===== config.mk =====
export PLATFORM = sky130hd
export DESIGN_NAME = lsu_bus_master
export DESIGN_NICKNAME = d
export VERILOG_FILES = /design/src/verilog/lsu_pkg.sv /design/src/verilog/lsu_bus_master.sv
export SDC_FILE = /design/constraint.sdc
export NUM_CORES = 1
export LEC_CHECK = 0
export BUFFER_PORTS_ARGS = -buffer_cell sky130_fd_sc_hd__buf_2
export CORE_AREA = 2 2 145 147
export CTS_CLUSTER_DIAMETER = 40
export CTS_CLUSTER_SIZE = 14
export DETAILED_ROUTE_END_ITERATION = 16
export DIE_AREA = 0 0 147 149
export PLACE_DENSITY = 0.37
export REMOVE_ABC_BUFFERS = 1
export SLEW_MARGIN = 20
export SYNTH_ARGS = -nofsm -noshare
export SYNTH_HDL_FRONTEND = slang
export SYNTH_SLANG_ARGS = --single-unit

===== constraint.sdc =====
create_clock -name clock -period 2.15 [get_ports clock]
set_input_delay 0.3225 -clock clock [delete_from_list [all_inputs] [get_ports clock]]
set_output_delay 0.3225 -clock clock [all_outputs]
set_load 0.03 [all_outputs]

===== src/verilog/lsu_pkg.sv =====
package lsu_pkg;

    // --------------------
    // core-side encodings
    // --------------------

    // access size, coded like the core's 2-bit mask
    typedef enum logic [1:0] {
        MASK_NONE = 2'b00,
        MASK_BYTE = 2'b01,
        MASK_HALF = 2'b10,
        MASK_WORD = 2'b11
    } lsu_size_e;

    // bus master channel states
    typedef enum logic [1:0] {
        BUS_IDLE = 2'd0,
        BUS_ADDR = 2'd1,
        BUS_DATA = 2'd2,
        BUS_RESP = 2'd3
    } bus_state_e;

    // --------------------
    // bus encodings
    // --------------------

    // AXI size codes, bytes per beat as a power of two
    localparam logic [2:0] SIZE_BYTE = 3'd0;
    localparam logic [2:0] SIZE_HALF = 3'd1;
    localparam logic [2:0] SIZE_WORD = 3'd2;

    // address map
    localparam logic [31:0] CLINT_BASE = 32'h0200_0000;
    localparam logic [31:0] CLINT_END  = 32'h0200_ffff;
    localparam logic [31:0] SRAM_BASE  = 32'h8000_0000;

endpackage


===== src/verilog/lsu_bus_master.sv =====
`timescale 1ns/1ns

module lsu_bus_master (
    input  logic        clock,
    input  logic        reset,
    // core read request
    input  logic        rvalid_in,
    input  logic [31:0] raddr,
    input  logic [7:0]  rlen,
    input  logic        burst,
    input  logic [1:0]  rmask,
    // core write request, already aligned
    input  logic        wvalid_in,
    input  logic [31:0] waddr,
    input  logic [2:0]  wsize,
    input  logic [31:0] bus_wdata,
    input  logic [3:0]  wstrb,
    output logic        rdone,
    output logic [31:0] rword,
    output logic        wdone,
    // sram bus
    output logic [31:0] sram_araddr,
    output logic [7:0]  sram_arlen,
    output logic [2:0]  sram_arsize,
    output logic [1:0]  sram_arburst,
    output logic        sram_arvalid,
    input  logic        sram_arready,
    input  logic [31:0] sram_rdata,
    input  logic        sram_rvalid,
    input  logic        sram_rlast,
    output logic [31:0] sram_awaddr,
    output logic [2:0]  sram_awsize,
    output logic        sram_awvalid,
    input  logic        sram_awready,
    output logic [31:0] sram_wdata,
    output logic [3:0]  sram_wstrb,
    output logic        sram_wlast,
    output logic        sram_wvalid,
    input  logic        sram_wready,
    input  logic        sram_bvalid,
    // clint bus
    output logic [31:0] clint_araddr,
    output logic        clint_arvalid,
    input  logic        clint_arready,
    input  logic [31:0] clint_rdata,
    input  logic        clint_rvalid
);

    import lsu_pkg::*;

    bus_state_e rd_state, wr_state;
    logic        arvalid, arready, rvalid, rlast, rready, rd_end;
    logic        awvalid, wvalid, bready, aw_done, w_done, aw_ok, w_ok;
    logic        is_clint;
    logic [7:0]  arlen, rcount;

    // master always accepts data and responses
    assign rready = 1'b1;
    assign bready = 1'b1;

    // --------------------
    // read side
    // --------------------

    assign is_clint = (raddr >= CLINT_BASE) && (raddr <= CLINT_END);
    assign arlen    = burst ? rlen : 8'd0;
    assign arvalid  = (rd_state == BUS_ADDR);

    // steer the request, mux the answer back
    assign sram_arvalid  = arvalid & ~is_clint;
    assign clint_arvalid = arvalid & is_clint;
    assign arready       = is_clint ? clint_arready : sram_arready;
    assign rvalid        = is_clint ? clint_rvalid : sram_rvalid;
    assign rlast         = is_clint ? 1'b1 : sram_rlast;
    assign rword         = is_clint ? clint_rdata : sram_rdata;

    assign sram_araddr  = raddr;
    assign clint_araddr = raddr;
    assign sram_arlen   = arlen;
    assign sram_arburst = {1'b0, burst};

    always_comb begin
        case (lsu_size_e'(rmask))
            MASK_HALF: sram_arsize = SIZE_HALF;
            MASK_WORD: sram_arsize = SIZE_WORD;
            default:   sram_arsize = SIZE_BYTE;
        endcase
    end

    assign rdone  = rvalid & rready & (rd_state == BUS_DATA);
    assign rd_end = (rcount == arlen) | rlast;

    always_ff @(posedge clock) begin
        if (reset) begin
            rd_state <= BUS_IDLE;
            rcount   <= 8'd0;
        end else begin
            case (rd_state)
                BUS_IDLE: if (rvalid_in) rd_state <= BUS_ADDR;
                BUS_ADDR: if (arready) rd_state <= BUS_DATA;
                default:  if (rdone && rd_end) rd_state <= BUS_IDLE;
            endcase
            // beat counter
            if (rdone) begin
                rcount <= rd_end ? 8'd0 : rcount + 8'd1;
            end
        end
    end

    // --------------------
    // write side
    // --------------------

    assign awvalid = (wr_state == BUS_ADDR) & ~aw_done;
    assign wvalid  = (wr_state == BUS_ADDR) & ~w_done;
    assign aw_ok   = aw_done | (awvalid & sram_awready);
    assign w_ok    = w_done | (wvalid & sram_wready);

    assign sram_awvalid = awvalid;
    assign sram_awaddr  = waddr;
    assign sram_awsize  = wsize;
    assign sram_wvalid  = wvalid;
    // single-beat writes only
    assign sram_wlast   = wvalid;
    assign sram_wdata   = bus_wdata;
    assign sram_wstrb   = wstrb;

    assign wdone = sram_bvalid & bready & (wr_state == BUS_RESP);

    always_ff @(posedge clock) begin
        if (reset) begin
            wr_state <= BUS_IDLE;
            aw_done  <= 1'b0;
            w_done   <= 1'b0;
        end else begin
            case (wr_state)
                BUS_IDLE: if (wvalid_in) wr_state <= BUS_ADDR;
                BUS_ADDR: begin
                    // address and data may complete in either order
                    if (aw_ok && w_ok) begin
                        wr_state <= BUS_RESP;
                        aw_done  <= 1'b0;
                        w_done   <= 1'b0;
                    end else begin
                        aw_done <= aw_ok;
                        w_done  <= w_ok;
                    end
                end
                default: if (wdone) wr_state <= BUS_IDLE;
            endcase
        end
    end

endmodule


==> results by stage, run 1 <==
Run status:
- The flow ran to the end, and the final reports show no timing, DRC or antenna violations.

Synth:
- The flip-flop cell with the highest count after synthesis is sky130_fd_sc_hd__dfxtp_1.
- During synthesis, Yosys emitted a total of 0 warnings.
- The count of flip-flops with a built-in enable after synthesis is 0.
- The cell type with the highest aggregate area in the netlist is sky130_fd_sc_hd__buf_4.
- The mapped netlist covers 2462 um2.
- The cell count after synthesis is 371.
- The synthesized flop and latch total is 14.
- Counting flops with an async set or reset pin after synthesis yields a share of 0.
- Yosys mapped the design onto 37 distinct sky130hd cell types.
- The share of synthesized area occupied by flip-flops and latches is 0.1138.
- The share of the synthesized area in the top cell type is 0.4238.
- Yosys attributes the largest share of cell area to sky130_fd_sc_hd__buf_4, sky130_fd_sc_hd__nand2_1, sky130_fd_sc_hd__dfxtp_1.
- The mean instance size in the synthesized netlist is 6.637 um2.

Placed design:
- The last weighted congestion value of the routability-driven placer is 0.8379.
- The number of port buffers is 184.
- The total cell area at the placement stage is 2795 um2.
- The cell total after placement is 697.
- Detailed placement finished with a half-perimeter wire length of 18,580 um.

Worst setup path:
- The critical path crosses 8 cells after its start point.
- In this design, the stage delay of the slowest critical-path cell is 250 ps.
- The setup check on the worst reg-to-reg path leaves a slack of 390 ps.
- In this run the worst path has a maximum fanout of 8.
- The most frequent cell on the critical path is sky130_fd_sc_hd__buf_4.
- The worst setup path is captured at an output pin.
- Tracing the worst setup path back leads to its startpoint at raddr[17].
- The classification of the worst setup path is in -> out.
- Traced cell by cell, the critical path runs through buf_2 -> nor4_2 -> buf_4 -> and4_1 -> buf_4 -> mux2i_4 -> buf_12 -> clkbuf_4.
- The number of buffers and inverters on the critical path is 5.
- The count of cells along the worst register-to-register path is 7.
- STA puts the critical path data required time at between 1500 and 2000 ps.
- The cell with the largest stage delay on the worst path is sky130_fd_sc_hd__nor4_2.
- The startpoint type of the worst setup path is an input pin.
- Data on the critical path arrives at its endpoint at 1790 ps.
- The worst flop-to-flop path startpoint is rcount[4].
- The worst setup path endpoint is rdone.
- On the critical path the largest part of the delay comes from buffers and inverters.
- The capture instance of the worst register-to-register path is rcount[5].

Die:
- The die covers 21,900 um2.
- The vertical die dimension is ~150 um.
- The initial utilization of the core area, before any placement, comes to 0.1198.
- The standard-cell row count is 53.
- The die width is 147 um.
- The core region is 20,560 um2.
- The top-level I/O count is 377.

Timing:
- The final critical-path share of the clock period is 0.9837.
- The clock tree skew after final layout is 3.301 ps.
- Setup violations remaining at the end of the flow were counted as 0.
- Setup total negative slack on the finished layout was measured at 0 ps.
- The count of final max-slew check failures is 0.
- The worst path in the final design needs a cycle of 2115 ps, including I/O delays and setup.
- The total count of hold-check failures in the final report is 0.
- The highest achievable clock rate is roughly 470 MHz.
- Setup repair after global routing could not meet its margin everywhere.

Drt:
- In the routed design, unresolved DRC markers number 0.
- The total length of routed wires is 19,660 um.
- The routed wirelength normalized by instance count is about 28 um.
- The DRC violation total after the first TritonRoute iteration is 55.
- Dividing the detail-routed via count by the number of cells gives 3.491.
- The number of routed nets with antenna violations is 0.
- The vias after detailed routing is 2,461.
- The first detailed-routing pass took 4 iterations.

CTS:
- The CTS tree is yes.
- The clock root buffer master is sky130_fd_sc_hd__clkbuf_16.
- The clock transition time at the flip-flop clock pins of the worst setup and hold paths is 50 ps.
- The number of H-tree levels is 1.
- The CTS sink count is 14.
- The insertion delay of the later-clocked pin in the worst-skew pair is 240 ps.
- The clock passes through at most 2 buffers.
- The number of hold-repair buffers added at the cts stage is 0.
- The setup fix buffers added after clock tree synthesis is 0.
- Buffers inserted during clock tree synthesis total 3.

Power:
- Summed over all cells, the static leakage comes to 1.529 nW.
- The total power per unit cell area is 400.4 nW/um2.
- The power share of the clock group is 0.344.
- The internal power summed over all cells is 0.7252 mW.
- In this run the power spent charging and discharging nets is around 0.44 mW.
- The share of total power dissipated in combinational logic is 0.418.
- The switching portion of total power is 0.3785.
- The share of total power dissipated in sequential elements is 0.238.
- The worst IR drop on VDD is 0.0002503 V.

GRT:
- The first global-routing pass estimated 23,650 um of wire.
- Entering global routing, the biggest net connects 35 pins.
- The initial antenna violation count is 4.
- The overall global routing resource usage is 0.1681.
- After global routing the overflow that remains totals 0.
- The number of global-route vias before repair came to 2,208.

Finish:
- The layout has 2,446 filler cells.
- Once layout is complete, the utilization of the core stands at 0.1418.
- Relative to the synthesized area, the layout overhead comes to 18.34%.
- In the final layout, the share of cells above drive strength 1 is 0.4953.
- The area of all placed cells without fillers is 2914 um2.
- The net count of the finished layout is between 600 and 700.
- For this run, the number of standard cells in the final layout without fillers is between 700 and 800.

Worst hold path:
- The worst hold-check path type is in -> reg.

Job:
- The max capacitance violation total is 0.
[power by group through the flow]
stage	Sequential, mW	Combinational, mW	Clock [mW]
floorplan	0.281	0.193	0
global placement	0.284	0.489	0
detailed placement	0.283	0.489	0
CTS	0.278	0.494	0.424
global route	0.279	0.525	0.426
finish	0.278	0.488	0.401
[how the worst min path moves through the flow]
stage | from | endpoint | slack (ps) | cells past startpoint
final | sram_wready | w_done | 370 | 3
after CTS | sram_wready | w_done | 370 | 3
after global placement | wr_state[1] | wr_state[1] | 520 | 2
after detailed placement | w_done | w_done | 520 | 2
after global routing | sram_wready | w_done | 410 | 3
after floorplan | reset | wr_state[1] | 390 | 1
[metrics by stage]
step	hold slack, ps	total power [mW]	worst slack [ps]
floorplan	391.6	0.4744	-425.0
global placement	523.4	0.7721	-23.93
detailed placement	516.4	0.7717	-36.18
CTS	366.8	1.196	15.09
global route	406.5	1.230	-2.618
finish	368.5	1.167	35.15
[layer usage]
metal,share of wire,up-vias,track usage
met2,0.53,269,0.3178
met3,0.28,10,0.2245
li1,-,1162,-
met4,0.0019,2,0.006250
met1,0.19,1018,0.09199
met5,0.00066,-,0
[layout by cell type (no fill, tap or decap), drive strengths merged, types with 6 or more instances in the layout]
cell type	Yosys	final
buf	142	199
nand2	106	106
nor2	20	20
dfxtp	14	14
and2	9	9
xor2	8	8
nor3	6	6
o21ai	6	6
[registers in the layout (all words and copies together) (netlist names)]
register  count
rcount        8
rd_state      2
wr_state      2
aw_done       1
w_done        1
[what timing repair did]
item / CTS / global route
pin swaps: 0 / 1
setup endpoints to repair: 1 / 1
gates resized for setup: 2 / 1
[tightest hold or removal path: stages]
cell and delay, ps:
sky130_fd_sc_hd__buf_2 90, sky130_fd_sc_hd__a21oi_1 50, sky130_fd_sc_hd__nor3_1 110
[cell usage after synthesis (2+ instances only)]
cell type and number:
sky130_fd_sc_hd__buf_4 139, sky130_fd_sc_hd__nor3_1 6, sky130_fd_sc_hd__and3_1 5, sky130_fd_sc_hd__nor2b_1 4, sky130_fd_sc_hd__nand2_1 106, sky130_fd_sc_hd__nor4_2 3, sky130_fd_sc_hd__a22o_1 2, sky130_fd_sc_hd__o21ai_0 6
sky130_fd_sc_hd__dfxtp_1 14, sky130_fd_sc_hd__nand4_1 5, sky130_fd_sc_hd__nand3_1 2, sky130_fd_sc_hd__nand3b_1 2, sky130_fd_sc_hd__mux2i_1 2, sky130_fd_sc_hd__and2_1 9, sky130_fd_sc_hd__xor2_1 8, sky130_fd_sc_hd__o221ai_1 2
sky130_fd_sc_hd__nor2_1 20, sky130_fd_sc_hd__xnor2_1 3, sky130_fd_sc_hd__clkbuf_1 8, sky130_fd_sc_hd__inv_1 2, sky130_fd_sc_hd__a31o_1 2, sky130_fd_sc_hd__a21oi_1 5, sky130_fd_sc_hd__and4bb_1 2
[kinds of logic after synthesis]
group	Yosys count	synth area share
AOI/OAI and AO/OA	22	0.06555
adders and majority gates	1	0.005080
buffers and inverters	152	0.4472
xor gates and xnor gates	11	0.03913
other	1	0.001523
and+or+nand+nor	167	0.3105
DFF	14	0.1138
muxes	3	0.01728
[final cells by class]
cell class	count	area, um2	area share
Antenna cell	4	10.01	0.003435
Multi-Input combinational cell	206	1102	0.3783
Sequential cell	14	280.3	0.09618
Timing Repair Buffer	200	1081	0.3710
Inverter	2	7.507	0.002576
Tap cell	275	344.1	0.1181
Clock buffer	4	88.84	0.03049
(Power assumes the default switching activity.)
==> run 2, diff against run 1 <==
==> constraint.sdc (replaced) <==
create_clock -name clock -period 2.15 [get_ports clock]
set_input_delay 0 -clock clock [delete_from_list [all_inputs] [get_ports clock]]
set_output_delay 0 -clock clock [all_outputs]
set_load 0.03 [all_outputs]
==> run 2 against run 1 <==
Effect of this change:
- critical path depth down 1
- final area fell by 5.0%
- die area did not move
- combinational power is 3% lower
- critical endpoint is now rcount[7]
- largest cell class unchanged
==> results by stage, run 2 (same netlist as run 1, synthesis figures left out) <==
Placed design:
- The placed instances occupy a cell area of 2673 um2.
- The number of port buffers is around 180.
- The cell total after placement is 684.
- The last weighted congestion value of the routability-driven placer is 0.8107.
- After legalization and detailed placement, the total HPWL measured approximately 18,000 um.
- The placement-stage worst setup slack is 281.4 ps.

Timing:
- The count of final max-slew check failures is 0.
- The worst hold slack after final layout is ~0.19 ps.
- The final critical-path share of the clock period is 0.8090.
- Setup repair after global routing left no endpoint under its margin.
- The highest achievable clock rate is about 570 MHz.
- The worst path in the final design needs a cycle of 1739 ps, including I/O delays and setup.
- The slack of the critical path is between 400 and 500 ps.
- The count of final setup violators is 0.
- On the final layout, the worst clock skew is 2.452 ps.
- The total count of hold-check failures in the final report is 0.

GRT:
- The number of global-route vias before repair is between 2,000 and 2,500.
- For met3 alone, demand over resource in global routing was 0.2266.
- The layer flagged by global routing as most heavily used is met2.
- In the global route stage, met1 resource usage came out at 0.08637.
- The overall global routing resource usage is 0.1675.
- The initial antenna violation count is 4.
- The total congestion overflow is 0.
- Entering global routing, the biggest net connects 37 pins.
- For this run, global-route usage on met2 was measured as 0.3228.
- The first-pass GRT wire length is 23,580 um.

Job:
- Across the run, the number of max-cap violations was 0.

Die:
- The full die area is 21,900 um2.
- The vertical die dimension is 149 um.
- In this run the standard cell core region covers 20,560 um2.
- The die width is 147 um.
- After floorplanning, the core was divided into 53 placement rows.
- For this design the top-level I/O count stands at 377.
- The initial standard-cell utilization of the core is 0.1198.

CTS:
- Clock tree synthesis found a total of 14 sinks.
- The insertion delay of the later-clocked pin in the worst-skew pair is 240 ps.
- The number of setup buffers added after CTS is 0.
- Clock tree synthesis inserted a total of 3 buffers.
- The number of gates resized after CTS was 0.
- The clock root buffer master is sky130_fd_sc_hd__clkbuf_16.
- The CTS tree is yes.
- The number of H-tree levels is 1.
- The clock tree buffer depth is 2.
- In this run, post-CTS hold repair placed 0 buffers.
- The clock transition time at the flip-flop clock pins of the worst setup and hold paths is 50 ps.

Worst setup path:
- In this run the worst path has a maximum fanout of 8.
- The classification of the worst setup path is reg -> reg.
- The startpoint type of the worst setup path is a flop.
- The count of cells along the worst register-to-register path is 7.
- The worst path required time is 2330 ps.
- The data arrival time at the worst-slack endpoint is ~1900 ps.
- STA classifies the critical path endpoint as a flop.

Finish:
- The most common cell after layout, fill and taps aside is sky130_fd_sc_hd__buf_2.
- In the final design database the tool counted approximately 610 nets.
- The largest registers in the layout are rcount (8), rd_state (2), wr_state (2).
- The register with the most flip-flops in the layout has 8 of them.
- Excluding fillers, the count of instances in the completed layout stands at 691.
- Relative to the synthesized area, the layout overhead comes to 12.45%.
- The library cells used most frequently in the layout, excluding fill and tap cells, are sky130_fd_sc_hd__buf_2, sky130_fd_sc_hd__nand2_1, sky130_fd_sc_hd__nor2_1, sky130_fd_sc_hd__dfxtp_1, sky130_fd_sc_hd__and2_1.
- The register with the most flip-flops is rcount.
- Fill cells in the final layout number ~2,400.
- The share of final-layout standard cells stronger than drive strength 1 is 0.4794.
- The area of all placed cells without fillers is 2769 um2.

Power:
- The total power per unit cell area is 415.1 nW/um2.
- Total power for the finished layout comes to around 1.1 mW.
- The worst IR drop on VDD is 0.0002278 V.
- Summed over all cells, the static leakage comes to 1.448 nW.

Worst hold path:
- The number of instances on the worst hold path is 0.
- In this run the worst hold path is classified as in -> out.

Drt:
- After detailed routing, the number of vias per cell comes to 3.412.
- The first routing iteration left 49 violations.
- The number of routed nets with antenna violations is 0.
- Dividing the detail-routed wire length by the instance count gives approximately 28 um.
- After detailed routing, the number of remaining DRC violations is 0.
- The first detailed-routing pass ran for 4 iterations.
- The routed layout has 2,358 vias.
- The total length of routed wires is 19,630 um.

Run status:
- The flow ran to the end, and the final reports show no timing, DRC or antenna violations.
## run 2: layout make-up
type | instances | area, um2 | share of cell area
multi-input combinational | 206 | 1085 | 0.3918
sequential | 14 | 280.3 | 0.1012
inverter | 2 | 7.507 | 0.002711
tap | 275 | 344.1 | 0.1243
timing repair buffer | 187 | 955.9 | 0.3452
antenna | 3 | 7.507 | 0.002711
clock buffer | 4 | 88.84 | 0.03208
## run 2: critical path, stage by stage (launching register included)
cell	delay, ps
sky130_fd_sc_hd__dfxtp_1	430
sky130_fd_sc_hd__and4bb_1	210
sky130_fd_sc_hd__a31o_1	180
sky130_fd_sc_hd__a22o_1	250
sky130_fd_sc_hd__a41oi_2	260
sky130_fd_sc_hd__o31ai_2	80
sky130_fd_sc_hd__buf_4	170
sky130_fd_sc_hd__nor2_1	100
## run 2: per-stage QoR
| step | TNS, ps | utilization |
|---|---|---|
| final | 0 | 0.1347 |
| after global routing | 0 | 0.1343 |
| after floorplan | -474.1 | - |
| after CTS | 0 | 0.1343 |
| after global placement | 0 | 0.1300 |
| after detailed placement | 0 | 0.1300 |
## run 2: power by group
group          switching (mW)  total [mW]  internal (mW)
clock network           0.116       0.398          0.282
logic                   0.308       0.473          0.164
registers             0.00920       0.278          0.269
total                   0.433        1.15          0.716
## run 2: path summary, 6_finish.rpt
kind	start	endpoint	slack, ps
setup / recovery	rcount[0]	rcount[7]	410
hold reg to reg	wr_state[1]	wr_state[1]	510
hold / removal	wsize[1]	sram_awsize[1]	0.2
setup reg to reg	rcount[0]	rcount[7]	410
## run 2: per-layer routing
| metal | up-vias | routed length [um] |
|---|---|---|
| li1 | 1135 | - |
| met4 | 2 | 8 |
| met3 | 6 | 5547 |
| met1 | 950 | 3651 |
| met5 | - | 13 |
| met2 | 265 | 10400 |
==> run 3, diff against run 2 <==
- ABC_AREA: not set -> 1
- PLACE_DENSITY: 0.37 -> 0.39
- clock period: 2.15 -> 1.6 ns (I/O delays scaled with it)
==> run 3 against run 2 <==
Effect of this change:
- critical endpoint is now rd_state[0]
- first-iteration DRC count up 130%
- register-to-register slack worse by 220 ps
- hold slack about the same
- highest routed layer unchanged
- area after synthesis up 1.8%
==> results by stage, run 3 <==
Timing:
- In the finished design, the share of the clock period the worst path needs comes to 0.8789.
- Setup repair after global routing left no endpoint under its margin.
- For this run, the top clock speed supported by timing is 711.1 MHz.
- The final critical delay including setup and external delays is 1406 ps.
- The total count of hold-check failures in the final report is 0.
- On the final layout, the worst hold slack is 0.2487 ps.
- The clock arrives with 3.044 ps of skew.
- Setup total negative slack on the finished layout was measured at 0 ps.
- Setup violations remaining at the end of the flow were counted as 0.
- The slack of the critical path is 193.7 ps.
- The count of final max-slew check failures came to 0.

CTS:
- The clock reaches the later pin of the worst-skew pair after roughly 240 ps.
- The setup fix buffers added after clock tree synthesis is 0.
- The clock tree buffer depth is 2.
- The CTS tree is yes.
- The clock net in this run drives a total of 14 sinks.
- The number of clock buffers added by TritonCTS is 3.
- The number of resized instances in the post-cts repair step is 0.
- The number of H-tree levels is 1.
- The clock transition time at the flip-flop clock pins of the worst setup and hold paths is 40 ps.
- The number of hold-repair buffers added at the cts stage is 0.
- In this run the clock root is driven by a sky130_fd_sc_hd__clkbuf_16.

GRT:
- The number of global-route vias before repair was between 2,000 and 2,500.
- The first-pass GRT wire length is 25,080 um.
- The total congestion overflow is 0.
- The overall global routing resource usage is 0.1736.
- The initial antenna violation count is 3.
- Entering global routing, the biggest net connects 34 pins.

Synth:
- The count of flip-flops with a built-in enable after synthesis is 0.
- The synthesized flop and latch total is 14.
- Synthesis handed over a netlist of 423 instances.
- The most used standard cell by instance count after synthesis is sky130_fd_sc_hd__nand2_1.
- By count the netlist is led by sky130_fd_sc_hd__nand2_1, sky130_fd_sc_hd__buf_4, sky130_fd_sc_hd__inv_1.
- The mean instance size in the synthesized netlist is 5.928 um2.
- The flip-flop cell with the highest count after synthesis is sky130_fd_sc_hd__dfxtp_1.
- The share of the Yosys chip area taken by registers is 0.1118.
- The share of the synthesized area in the top cell type is 0.4162.
- After synthesis, the netlist uses 29 different library cells.
- The synthesized netlist occupies a cell area of approximately 2500 um2.
- In the post-synthesis netlist, the biggest area contributors are sky130_fd_sc_hd__buf_4, sky130_fd_sc_hd__nand2_1, sky130_fd_sc_hd__dfxtp_1.
- The Yosys warning count is 0.
- Of all cell types, the one taking the most synthesized area is sky130_fd_sc_hd__buf_4.
- In the synthesized netlist the async set-or-reset flop fraction comes to 0.

Worst setup path:
- The largest individual stage delay along the critical path comes from the cell sky130_fd_sc_hd__dfxtp_1.
- The maximum cell stage delay along the critical path is 400 ps.
- The worst path required time is 1730 ps.
- The number of buffers and inverters on the critical path is 1.
- Traced cell by cell, the critical path runs through inv_1 -> nand2_1 -> nand3_1 -> nor2_1 -> nand2_1 -> nand2_1 -> nand2_1 -> nand2_1 -> nand2_1 -> nand2_1 -> a21oi_1.
- The data arrival time at the worst-slack endpoint is roughly 1500 ps.
- STA classifies the critical path endpoint as a flop.
- The cell family contributing the most delay on the critical path is simple AND/OR/NAND/NOR gates.
- The most frequent cell on the critical path is sky130_fd_sc_hd__nand2_1.
- The worst-path maximum fanout is 4.
- The startpoint type of the worst setup path is a flop.
- The classification of the worst setup path is reg -> reg.

Power:
- The worst-case IR drop observed on VDD is 0.0002356 V.
- Power spread over the standard cell area amounts to 729.3 nW/um2.
- Overall power consumption after layout is estimated at 2.057 mW.
- The analysis attributes to cell leakage a power of between 1.5 and 2 nW.

Worst hold path:
- The worst hold-check path type is in -> out.

Finish:
- The post-synthesis to final-layout area growth is 12.47%.
- The largest registers in the layout are rcount (8), rd_state (2), wr_state (2).
- Of the cells placed in the final design, the portion with a size suffix greater than 1 is 0.4371.
- The fraction of the core area covered by cells at the end of the flow is 0.1372.
- The area of all placed cells without fillers is roughly 2800 um2.
- In the layout the commonest cells are sky130_fd_sc_hd__buf_2, sky130_fd_sc_hd__nand2_1, sky130_fd_sc_hd__inv_1, sky130_fd_sc_hd__nor2_1, sky130_fd_sc_hd__dfxtp_1.
- The library cell used most frequently in the layout, excluding fill and tap cells, is sky130_fd_sc_hd__buf_2.
- The non-filler instance count after layout is 745.
- The number of flip-flops under the largest register name is 8.
- At the end of the flow, the number of nets in the layout was 662.
- The register with the most flip-flops is rcount.

Drt:
- Using the TritonRoute via totals, the vias-per-cell ratio works out to 3.466.
- The first detailed-routing pass ran for 4 iterations.
- For this block, the routed nets add up to about 20,000 um of wire.
- The vias after detailed routing is 2,582.
- The number of routed nets with antenna violations is 0.
- The residual DRC count is 0.
- In the final routed layout, each cell accounts on average for 27.07 um.
- The DRC violation total after the first TritonRoute iteration is 113.

Run status:
- The run finished with clean final reports.

Die:
- The initial utilization of the core area, before any placement, comes to 0.1220.
- The top-level I/O count is 377.
- The die is approximately 150 um tall.
- The standard-cell row count is 53.
- The core region area is around 21,000 um2.
- The floorplan step defined a die boundary enclosing 21,900 um2.
- The die width is around 150 um.

Job:
- The tool flagged a number of max-cap violations equal to 0.

Placed design:
- The placement-stage worst setup slack is 131.0 ps.
- Detailed placement ended at an HPWL of 18,960 um.
- At the end of routability-driven placement, the weighted congestion stood at 0.8094.
- The total cell area at the placement stage is 2738 um2.
- In this run, placement finished with an instance count of 741.
- The number of port buffers is 184.
==> run 3: changes by cell type after synthesis, moves of 4 or more <==
cell	before	now
sky130_fd_sc_hd__xor2_1	8	4
sky130_fd_sc_hd__nand3_1	2	12
sky130_fd_sc_hd__nor3_1	6	2
sky130_fd_sc_hd__nor2_1	20	25
sky130_fd_sc_hd__and3_1	5	0
sky130_fd_sc_hd__inv_1	2	35
sky130_fd_sc_hd__clkbuf_1	8	3
sky130_fd_sc_hd__and2_1	9	0
sky130_fd_sc_hd__nand2_1	106	152
sky130_fd_sc_hd__nor2b_1	4	0
==> run 3: cell families after synthesis <==
family,count (synthesis),synth area share
AOI/OAI and AO/OA,15,0.03643
xor gates and xnor gates,4,0.01397
adders and majority gates,1,0.004989
buffers and inverters,183,0.4865
DFF,14,0.1118
other,1,0.001496
and+or+nand+nor,205,0.3448
==> run 3: worst paths after layout <==
kind / start / to / slack [ps] / cells past startpoint
min: raddr[0] / sram_araddr[0] / 0.2 / 0
max: rcount[6] / rd_state[0] / 190 / 11
min reg2reg: rcount[0] / rcount[0] / 500 / 2
max reg2reg: rcount[6] / rd_state[0] / 190 / 11
==> run 3: power breakdown <==
| group | switching (mW) | total, mW | internal, mW | leakage [nW] |
|---|---|---|---|---|
| Combinational | 0.764 | 1.13 | 0.362 | 1.49 |
| Sequential | 0.0518 | 0.468 | 0.416 | 0.114 |
| Clock | 0.136 | 0.463 | 0.327 | 0.0370 |
==> run 3: routing by layer <==
layer | GRT usage | up-vias | share of wire
li1 | - | 1230 | -
met2 | 0.3286 | 272 | 0.52
met5 | 0.002273 | - | 0.0014
met3 | 0.1691 | 22 | 0.22
met4 | 0.06298 | 4 | 0.041
met1 | 0.1107 | 1054 | 0.22
==> run 3: cell type report <==
class                      instances  area (um2)
timing repair buffer             188       963.4
antenna                            1       2.502
multi-input combinational        227        1016
clock buffer                       3       75.07
fill                            2487       17740
inverter                          37       138.9
tap                              275       344.1
sequential                        14       280.3
